File: src/verilog/ethRxCfgPkg.sv
// Receive configuration constants
package ethRxCfgPkg;

////////////////////////////////////////////////////////////////////////////
// Frame limits

        // Destination address through FCS
        localparam int MaxFrameBytes = 1518;
        // FCS length, fewer bytes means no CRC to check
        localparam int FcsBytes = 4;
        // Idle MRxClk cycles needed ahead of a new SFD
        localparam int IfgNibbles = 24;
        localparam int IfgCntWidth = $clog2(IfgNibbles + 1);

////////////////////////////////////////////////////////////////////////////
// Buffer and CRC

        // Power of two, pointers wrap naturally
        localparam int FifoDepth = 16;
        localparam int FifoAddrWidth = $clog2(FifoDepth);
        // Reflected polynomial, bits go LSB first on the wire
        localparam logic [31:0] CrcPoly = 32'hEDB8_8320;
        localparam logic [31:0] CrcInit = 32'hFFFF_FFFF;
        // Register value after a frame with a correct FCS
        localparam logic [31:0] CrcResidue = 32'hDEBB_20E3;

endpackage

File: src/verilog/ethRxTypesPkg.sv
// Receive datapath types
package ethRxTypesPkg;

        // Bytes in a frame, wide enough for MaxFrameBytes
        typedef logic [10:0] byteCnt_t;

        // Buffer entry
        // Either one data byte or an end marker without data
        typedef struct packed {
                logic [7:0] data;
                logic       sof;
                logic       eof;
                logic       abort;
        } rxEntry_t;

        // One status word per received frame
        typedef struct packed {
                byteCnt_t byteCount;
                logic     crcOk;
                logic     tooLong;
                logic     runt;
        } rxStatus_t;

        // One hot receive state
        typedef struct packed {
                logic idle;
                logic preamble;
                logic sfd;
                logic data0;
                logic data1;
                logic drop;
        } rxState_t;

endpackage

File: src/verilog/ethRxStateM.sv
// Receive state machine
`timescale 1ns/10ps

module ethRxStateM
(
        input  logic                    MRxClk,
        input  logic                    Reset,
        input  logic                    MRxDV,
        input  logic                    mrxdEq5,
        input  logic                    mrxdEqD,
        input  logic                    Transmitting,
        input  logic                    ifgDone,
        input  logic                    byteCntMax,
        output ethRxTypesPkg::rxState_t state
);

        logic startIdle;
        logic startPreamble;
        logic startSfd;
        logic startData0;
        logic startData1;
        logic startDrop;

////////////////////////////////////////////////////////////////////////////
// Start conditions

        // Carrier gone, any busy state returns to idle
        assign startIdle = ~MRxDV & (state.drop | state.preamble | state.sfd |
                state.data0 | state.data1);

        // Activity other than 5 opens the preamble
        assign startPreamble = MRxDV & ~mrxdEq5 & state.idle & ~Transmitting;

        // A 5 nibble may be the last before the SFD
        assign startSfd = MRxDV & mrxdEq5 & (state.idle & ~Transmitting | state.preamble);

        // SFD accepted only after a full gap
        assign startData0 = MRxDV & (state.sfd & mrxdEqD & ifgDone | state.data1);

        // High nibble of the byte, unless the frame is full
        assign startData1 = MRxDV & state.data0 & ~byteCntMax;

        // Own transmission, short gap or frame too long
        assign startDrop = MRxDV & (state.idle & Transmitting |
                state.sfd & mrxdEqD & ~ifgDone | state.data0 & byteCntMax);

////////////////////////////////////////////////////////////////////////////
// State flags

        always_ff @(posedge MRxClk or posedge Reset)
        begin
                if (Reset)
                begin
                        // Wait for the line to go quiet first
                        state <= '{drop: 1'b1, default: 1'b0};
                end
                else
                begin
                        if (startPreamble | startSfd | startDrop)
                                state.idle <= 1'b0;
                        else if (startIdle)
                                state.idle <= 1'b1;

                        if (startSfd | startIdle | startDrop)
                                state.preamble <= 1'b0;
                        else if (startPreamble)
                                state.preamble <= 1'b1;

                        // Stays in sfd on repeated 5 nibbles
                        if (startPreamble | startIdle | startData0 | startDrop)
                                state.sfd <= 1'b0;
                        else if (startSfd)
                                state.sfd <= 1'b1;

                        // data0 and data1 alternate per nibble
                        if (startIdle | startData1 | startDrop)
                                state.data0 <= 1'b0;
                        else if (startData0)
                                state.data0 <= 1'b1;

                        if (startIdle | startData0 | startDrop)
                                state.data1 <= 1'b0;
                        else if (startData1)
                                state.data1 <= 1'b1;

                        // Drop ends only with the carrier
                        if (startIdle)
                                state.drop <= 1'b0;
                        else if (startDrop)
                                state.drop <= 1'b1;
                end
        end

endmodule

File: src/verilog/ethRxCounters.sv
// Receive byte and gap counters
`timescale 1ns/10ps

module ethRxCounters
(
        input  logic                    MRxClk,
        input  logic                    Reset,
        input  logic                    MRxDV,
        input  ethRxTypesPkg::rxState_t state,
        output logic                    byteCntMax,
        output logic                    ifgDone,
        output ethRxTypesPkg::byteCnt_t byteCnt
);
        import ethRxCfgPkg::*;
        import ethRxTypesPkg::*;

        logic [IfgCntWidth-1:0] ifgCnt;

        // Inter-frame gap
        // Counts idle cycles up to the limit
        // Held through preamble and SFD, cleared once a frame is carried
        always_ff @(posedge MRxClk or posedge Reset)
        begin
                if (Reset)
                        ifgCnt <= '0;
                else if (~MRxDV)
                begin
                        if (!ifgDone)
                                ifgCnt <= ifgCnt + 1'b1;
                end
                else if (state.data0 | state.data1 | state.drop)
                        ifgCnt <= '0;
        end

        assign ifgDone = (ifgCnt == IfgCntWidth'(IfgNibbles));

        // Bytes of the current frame, one per completed data1
        always_ff @(posedge MRxClk or posedge Reset)
        begin
                if (Reset)
                        byteCnt <= '0;
                else if (state.sfd)
                        byteCnt <= '0;
                else if (state.data1 & MRxDV)
                        byteCnt <= byteCnt + 1'b1;
        end

        // Frame full, one more byte would pass the limit
        assign byteCntMax = (byteCnt == byteCnt_t'(MaxFrameBytes));

endmodule

File: src/verilog/ethRxFront.sv
// Receive nibble front end
`timescale 1ns/10ps

module ethRxFront
(
        input  logic                    MRxClk,
        input  logic                    Reset,
        input  logic                    MRxDV,
        input  logic [3:0]              MRxD,
        input  logic                    Transmitting,
        output logic                    fifoWr,
        output ethRxTypesPkg::rxEntry_t fifoWrData
);
        import ethRxTypesPkg::*;

        rxState_t   state;
        byteCnt_t   byteCnt;
        logic       mrxdEq5;
        logic       mrxdEqD;
        logic       ifgDone;
        logic       byteCntMax;
        logic [3:0] lowNibble;
        logic       byteDone;
        logic       frameEnd;
        logic       frameCut;

        // Preamble and SFD nibbles
        assign mrxdEq5 = (MRxD == 4'h5);
        assign mrxdEqD = (MRxD == 4'hD);

        ethRxStateM stateM
        (
                .MRxClk       (MRxClk),
                .Reset        (Reset),
                .MRxDV        (MRxDV),
                .mrxdEq5      (mrxdEq5),
                .mrxdEqD      (mrxdEqD),
                .Transmitting (Transmitting),
                .ifgDone      (ifgDone),
                .byteCntMax   (byteCntMax),
                .state        (state)
        );

        ethRxCounters counters
        (
                .MRxClk     (MRxClk),
                .Reset      (Reset),
                .MRxDV      (MRxDV),
                .state      (state),
                .byteCntMax (byteCntMax),
                .ifgDone    (ifgDone),
                .byteCnt    (byteCnt)
        );

////////////////////////////////////////////////////////////////////////////
// Byte assembly

        // High nibble present, byte complete
        assign byteDone = state.data1 & MRxDV;
        // Carrier fell inside the frame
        assign frameEnd = ~MRxDV & (state.data0 | state.data1);
        // Same cycle the state machine leaves data0 for drop
        assign frameCut = MRxDV & state.data0 & byteCntMax;

        // Low nibble comes first on the MII
        always_ff @(posedge MRxClk)
        begin
                if (state.data0 & MRxDV)
                        lowNibble <= MRxD;
        end

        always_ff @(posedge MRxClk or posedge Reset)
        begin
                if (Reset)
                        fifoWr <= 1'b0;
                else
                        fifoWr <= byteDone | frameEnd | frameCut;
        end

        // Data byte, or end marker with abort on a cut frame
        always_ff @(posedge MRxClk)
        begin
                if (byteDone)
                        fifoWrData <= '{data: {MRxD, lowNibble}, sof: (byteCnt == '0),
                                eof: 1'b0, abort: 1'b0};
                else if (frameEnd | frameCut)
                        fifoWrData <= '{data: 8'h00, sof: 1'b0, eof: 1'b1, abort: frameCut};
        end

endmodule

File: src/verilog/ethRxFifo.sv
// Receive entry FIFO
`timescale 1ns/10ps

module ethRxFifo
(
        input  logic                    MRxClk,
        input  logic                    Reset,
        input  logic                    fifoWr,
        input  ethRxTypesPkg::rxEntry_t fifoWrData,
        input  logic                    fifoRd,
        output ethRxTypesPkg::rxEntry_t fifoRdData,
        output logic                    fifoEmpty,
        output logic                    fifoFull
);
        import ethRxCfgPkg::*;
        import ethRxTypesPkg::*;

        rxEntry_t mem [0:FifoDepth-1];
        // One extra bit tells full from empty
        logic [FifoAddrWidth:0] wrPtr;
        logic [FifoAddrWidth:0] rdPtr;
        logic wrEn;
        logic rdEn;

        // Write into a full buffer is lost
        assign wrEn = fifoWr & ~fifoFull;
        assign rdEn = fifoRd & ~fifoEmpty;

        assign fifoEmpty = (wrPtr == rdPtr);
        assign fifoFull = (wrPtr[FifoAddrWidth] != rdPtr[FifoAddrWidth]) &&
                (wrPtr[FifoAddrWidth-1:0] == rdPtr[FifoAddrWidth-1:0]);

        always_ff @(posedge MRxClk or posedge Reset)
        begin
                if (Reset)
                begin
                        wrPtr <= '0;
                        rdPtr <= '0;
                end
                else
                begin
                        if (wrEn)
                                wrPtr <= wrPtr + 1'b1;
                        if (rdEn)
                                rdPtr <= rdPtr + 1'b1;
                end
        end

        // Storage
        always_ff @(posedge MRxClk)
        begin
                if (wrEn)
                        mem[wrPtr[FifoAddrWidth-1:0]] <= fifoWrData;
        end

        // Registered read port, data one cycle after fifoRd
        always_ff @(posedge MRxClk)
        begin
                if (rdEn)
                        fifoRdData <= mem[rdPtr[FifoAddrWidth-1:0]];
        end

endmodule

File: src/verilog/ethRxCrcCheck.sv
// Receive CRC check and status
`timescale 1ns/10ps

module ethRxCrcCheck
(
        input  logic                     MRxClk,
        input  logic                     Reset,
        input  logic                     fifoEmpty,
        input  ethRxTypesPkg::rxEntry_t  fifoRdData,
        output logic                     fifoRd,
        output ethRxTypesPkg::rxEntry_t  rxOut,
        output logic                     rxOutValid,
        output ethRxTypesPkg::rxStatus_t rxStat,
        output logic                     rxStatValid
);
        import ethRxCfgPkg::*;
        import ethRxTypesPkg::*;

        logic        rdValid;
        logic        isByte;
        logic        isEnd;
        logic        runt;
        logic [31:0] crc;
        logic [31:0] crcNext;
        byteCnt_t    frameCnt;

        // One byte through the reflected CRC-32
        function automatic logic [31:0] crcByte(input logic [31:0] crcIn, input logic [7:0] d);
                logic [31:0] c;
                c = crcIn ^ {24'h000000, d};
                for (int i = 0; i < 8; i++)
                        c = c[0] ? ((c >> 1) ^ CrcPoly) : (c >> 1);
                return c;
        endfunction

////////////////////////////////////////////////////////////////////////////
// FIFO drain

        // Drain at full rate, bytes come at most every second cycle
        assign fifoRd = ~fifoEmpty;

        // Read data valid one cycle after the read
        always_ff @(posedge MRxClk or posedge Reset)
        begin
                if (Reset)
                        rdValid <= 1'b0;
                else
                        rdValid <= fifoRd;
        end

        assign isByte = rdValid & ~fifoRdData.eof;
        assign isEnd = rdValid & fifoRdData.eof;

////////////////////////////////////////////////////////////////////////////
// CRC and byte count

        // Seed on the first byte of each frame
        assign crcNext = crcByte(fifoRdData.sof ? CrcInit : crc, fifoRdData.data);

        always_ff @(posedge MRxClk)
        begin
                if (isByte)
                        crc <= crcNext;
        end

        // Zero between frames so an empty frame reports zero
        always_ff @(posedge MRxClk or posedge Reset)
        begin
                if (Reset)
                        frameCnt <= '0;
                else if (isEnd)
                        frameCnt <= '0;
                else if (isByte)
                        frameCnt <= fifoRdData.sof ? byteCnt_t'(1) : frameCnt + 1'b1;
        end

        // Too short to hold an FCS
        assign runt = (frameCnt < byteCnt_t'(FcsBytes));

////////////////////////////////////////////////////////////////////////////
// Outputs

        always_ff @(posedge MRxClk or posedge Reset)
        begin
                if (Reset)
                begin
                        rxOutValid <= 1'b0;
                        rxStatValid <= 1'b0;
                end
                else
                begin
                        rxOutValid <= isByte;
                        rxStatValid <= isEnd;
                end
        end

        always_ff @(posedge MRxClk)
        begin
                // Byte forwarded with its sof flag
                if (isByte)
                        rxOut <= fifoRdData;
                // Status from the end marker
                if (isEnd)
                        rxStat <= '{byteCount: frameCnt,
                                crcOk: (crc == CrcResidue) & ~fifoRdData.abort & ~runt,
                                tooLong: fifoRdData.abort, runt: runt};
        end

endmodule

File: src/verilog/ethRx.sv
// Ethernet receive front top
`timescale 1ns/10ps

module ethRx
(
        input  logic                     MRxClk,
        input  logic                     Reset,
        input  logic                     MRxDV,
        input  logic [3:0]               MRxD,
        input  logic                     Transmitting,
        output ethRxTypesPkg::rxEntry_t  rxOut,
        output logic                     rxOutValid,
        output ethRxTypesPkg::rxStatus_t rxStat,
        output logic                     rxStatValid
);
        import ethRxTypesPkg::*;

        // Producer to buffer
        logic     fifoWr;
        rxEntry_t fifoWrData;
        // Buffer to consumer
        logic     fifoRd;
        rxEntry_t fifoRdData;
        logic     fifoEmpty;
        logic     fifoFull;

        ethRxFront front
        (
                .MRxClk       (MRxClk),
                .Reset        (Reset),
                .MRxDV        (MRxDV),
                .MRxD         (MRxD),
                .Transmitting (Transmitting),
                .fifoWr       (fifoWr),
                .fifoWrData   (fifoWrData)
        );

        ethRxFifo fifo
        (
                .MRxClk     (MRxClk),
                .Reset      (Reset),
                .fifoWr     (fifoWr),
                .fifoWrData (fifoWrData),
                .fifoRd     (fifoRd),
                .fifoRdData (fifoRdData),
                .fifoEmpty  (fifoEmpty),
                .fifoFull   (fifoFull)
        );

        ethRxCrcCheck crcCheck
        (
                .MRxClk      (MRxClk),
                .Reset       (Reset),
                .fifoEmpty   (fifoEmpty),
                .fifoRdData  (fifoRdData),
                .fifoRd      (fifoRd),
                .rxOut       (rxOut),
                .rxOutValid  (rxOutValid),
                .rxStat      (rxStat),
                .rxStatValid (rxStatValid)
        );

endmodule

File: config.mk
export PLATFORM = sky130hd
export DESIGN_NAME = ethRx
export DESIGN_NICKNAME = d
export VERILOG_FILES = /design/src/verilog/ethRxCfgPkg.sv /design/src/verilog/ethRxTypesPkg.sv /design/src/verilog/ethRxStateM.sv /design/src/verilog/ethRxCounters.sv /design/src/verilog/ethRxFront.sv /design/src/verilog/ethRxFifo.sv /design/src/verilog/ethRxCrcCheck.sv /design/src/verilog/ethRx.sv
export SDC_FILE = /design/constraint.sdc
export NUM_CORES = 1
export LEC_CHECK = 0
export BUFFER_PORTS_ARGS = -buffer_cell sky130_fd_sc_hd__buf_2
export CAP_MARGIN = 20
export CELL_PAD_IN_SITES_DETAIL_PLACEMENT = 1
export CELL_PAD_IN_SITES_GLOBAL_PLACEMENT = 2
export CORE_MARGIN = 2
export CORE_UTILIZATION = 40
export CTS_CLUSTER_DIAMETER = 30
export CTS_CLUSTER_SIZE = 16
export DETAILED_ROUTE_END_ITERATION = 12
export PLACE_DENSITY = 0.79
export SLEW_MARGIN = 5
export SYNTH_ARGS = -nofsm -noshare
export SYNTH_HDL_FRONTEND = slang
export SYNTH_SLANG_ARGS = --single-unit
File: constraint.sdc
create_clock -name MRxClk -period 4.4 [get_ports MRxClk]
set_clock_uncertainty 0.2 [all_clocks]
set_input_delay 0.44 -clock MRxClk [delete_from_list [all_inputs] [get_ports MRxClk]]
set_output_delay 0.44 -clock MRxClk [all_outputs]
set_load 0.01 [all_outputs]
==> metrics.yaml <==
p_sw_mw: 4.74
period_minus_slack_ns: 3.19
routed_wl_um: 29900
max_cap_violations: 0
grt_overflow_total: 0
postRouteAntennaNets: 0
crit_type: "reg -> reg"
placed_area_um2: 13800
hold_viol: 0
slowest_stage: "nor2_1"
seq_power_share_pct: 32.2
cts_resized: 0
tightest_slew_ns: 1.00
synth_area_per_cell_um2: 16.9
fin_ws_ns: 1.21
synth_top_family_by_area: "XOR/XNOR gates"
synth_compound_area_share_pct: 1.84
root_buffer: "clkbuf_16"
dieArea_um2: 34200
dpl.hpwl_um: 18100
drive_gt1_share_pct: 26.8
cts_buffers: 69
cp.arrival_ns: 3.14
clkTransAtPathRegs_ns: 0.05
numClockSinks: 306
vdd_drop_max_mv: 0.490
grt_pass1_vias: 7821
hold_class: "in -> reg"
cp_max_fo: 15
synth-edff-count: 257
antenna_cells: 0
cp_cell_sequence: "buf_4 -> xor2_1 -> nor4_1 -> a21boi_1 -> nand2_1 -> nor2_1"
cp-start-kind: "register"
fin_crit_sh_pct: 72.5
async_flop_share_pct: 15.4
cts_buffer_depth: 3
grt_use_met1_pct: 22.8
grt_max_degree: 48
ys_seq_area_share_pct: 68.3
outcome: "complete, no violations"
synth_cell_type_count: 57
setup_viol: 0
top_usage_layer: "met2"
mappedNetlistNets: 795
htreeDepth: 3
required_ns: 4.36
holdWs_ns: 0.123
rows: 66
dr.pass1.iters: 5
grt.met2_usage_pct: 31.7
swShare_pct: 31.1
antenna_found_initial: 0
synthMuxAreaShare_pct: 9.71
syn2layout_area_growth_pct: 23.7
die_w_um: 185
die_h_um: 185
drt_iter0_drc: 481
fill_cells: 3080
gp_congestion: 0.773
coreArea_um2: 32400
clockPowerShare_pct: 33.7
comb_power_share_pct: 34.1
layout_commonest_cell: "edfxtp_1"
tritoncts: "yes"
via_per_inst: 5.17
synth_seq_cells: 306
synthAdderAreaFrac_pct: 1.05
start_util_pct: 40.4
maxSlewViolCount: 0
ios: 35
synthFlopType: "edfxtp_1"
netlist_area_um2: 13100
port_buffers: 34
grtUsageMet3_pct: 4.31
power.leakage_nw: 5.89
insertion_delay_ns: 0.57
pre_cts_slack_ns: 1.24
fmax_mhz: 314
grt_util_all_layers_pct: 18.5
final_area_um2: 16200
maxSlewHeadroom_pct: 33.0
grt_pass1_wl_um: 46800
fin_util_pct: 50.0
p_int_mw: 10.5
ys.warnings.count: 0
layout_common_cells: "257 x edfxtp_1, 73 x xnor2_1, 70 x clkbuf_16"
rsz0062_at_grt: "false"
wl_per_cell_um: 21.9
syn_inst: 776
max_stage_delay_ns: 0.81
crit_path_end_kind: "register"
synth-simple-area-share_pct: 7.04
synth-xor-area-share_pct: 10.2
setup_tns_ns: 0
fin_nets: 887
drc_errors: 0
p_per_area_nw_per_um2: 942
via_count: 7044
-- Yosys cell counts (all sizes together) (8+ instances only) --
cell type	number	area share, %
a21oi	8	0.31
buf	21	0.98
inv	17	0.49
xor2	40	2.9
mux4	55	9.5
dfrtp	46	8.8
nand3	16	0.61
ha	11	1.1
o21ai	11	0.42
nor3	10	0.38
edfxtp	257	59
and3	11	0.53
clkbuf	15	0.44
xnor2	82	6.3
nor2	67	2.1
nand2	35	1.0
nor4	10	0.53
-- per-layer routing --
layer	wire, µm	vias to the layer above	share of wire (%)
met5	0	-	0
met4	781	0	2.6
met3	1310	61	4.4
met2	15400	176	52
met1	12400	3674	41
li1	-	3133	-
-- registers in the layout, indices dropped and copies added (netlist names), 4 cells and up --
signal and count:
fifo.mem 176, crcCheck.crc 32, crcCheck.rxStat 14, crcCheck.frameCnt 11, crcCheck.rxOut 11, fifo.fifoRdData 11
front.counters.byteCnt 11, front.fifoWrData 11, front.stateM.state 6, fifo.rdPtr 5, fifo.wrPtr 5, front.counters.ifgCnt 5
front.lowNibble 4
-- through the flow --
stage               total power [mW]  instances
floorplan                       8.99        776
global placement                10.0       1233
detailed placement              10.2       1233
CTS                             15.5       1362
global route                    16.1       1363
finish                          15.3       1363
-- final cells by class --
type                    instances  area [µm²]  share of cell area (%)
repair buffers                 57         359                    2.22
clock buffers                  82        1840                    11.3
flip-flops and latches        306        8940                    55.2
well taps                     442         553                    3.41
clock inverters                42         513                    3.17
multi-input cells             417        3930                    24.3
inverters                      17        63.8                   0.394
-- cells by family after synthesis --
kind of cell | Yosys count
DFF | 306
and+or+nand+nor | 182
adders and majority gates | 11
xor gates and xnor gates | 128
AOI/OAI and AO/OA | 38
muxes | 58
buffers and inverters | 53
-- power groups by stage --
stage	Sequential (mW)	Combinational, mW	Clock, mW
floorplan	4.65	4.34	0
global placement	4.94	5.08	0
detailed placement	4.96	5.22	0
CTS	4.93	5.30	5.24
global route	5.00	5.67	5.39
finish	4.91	5.20	5.15
-- worst paths after layout --
kind	start	endpoint	slack, ns	cells after the start
max	fifo.rdPtr[2]	fifo.mem[9][7]	1.21	6
min in group asynchronous	Reset	front.counters.byteCnt[0]	0.32	3
max reg2reg	fifo.rdPtr[2]	fifo.mem[9][7]	1.21	6
min reg2reg	fifo.wrPtr[4]	fifo.wrPtr[4]	0.30	1
max in group asynchronous	Reset	fifo.rdPtr[1]	2.89	4
min	Transmitting	front.stateM.state[3]	0.12	4
-- critical path: cells and delay by family, from the launching register on --
family / cells / cell delay (ns)
and+or+nand+nor: 3 / 1.16
AOI/OAI and AO/OA: 1 / 0.57
DFF: 1 / 0.33
buffers and inverters: 1 / 0.30
xor gates and xnor gates: 1 / 0.20
-- what timing repair did --
action | in CTS | in global routing
hold endpoints to repair | 27 | 0
setup buffers | 0 | 0
setup endpoints to repair | 0 | 0
hold buffers | 5 | 0
(Power assumes the default switching activity.)
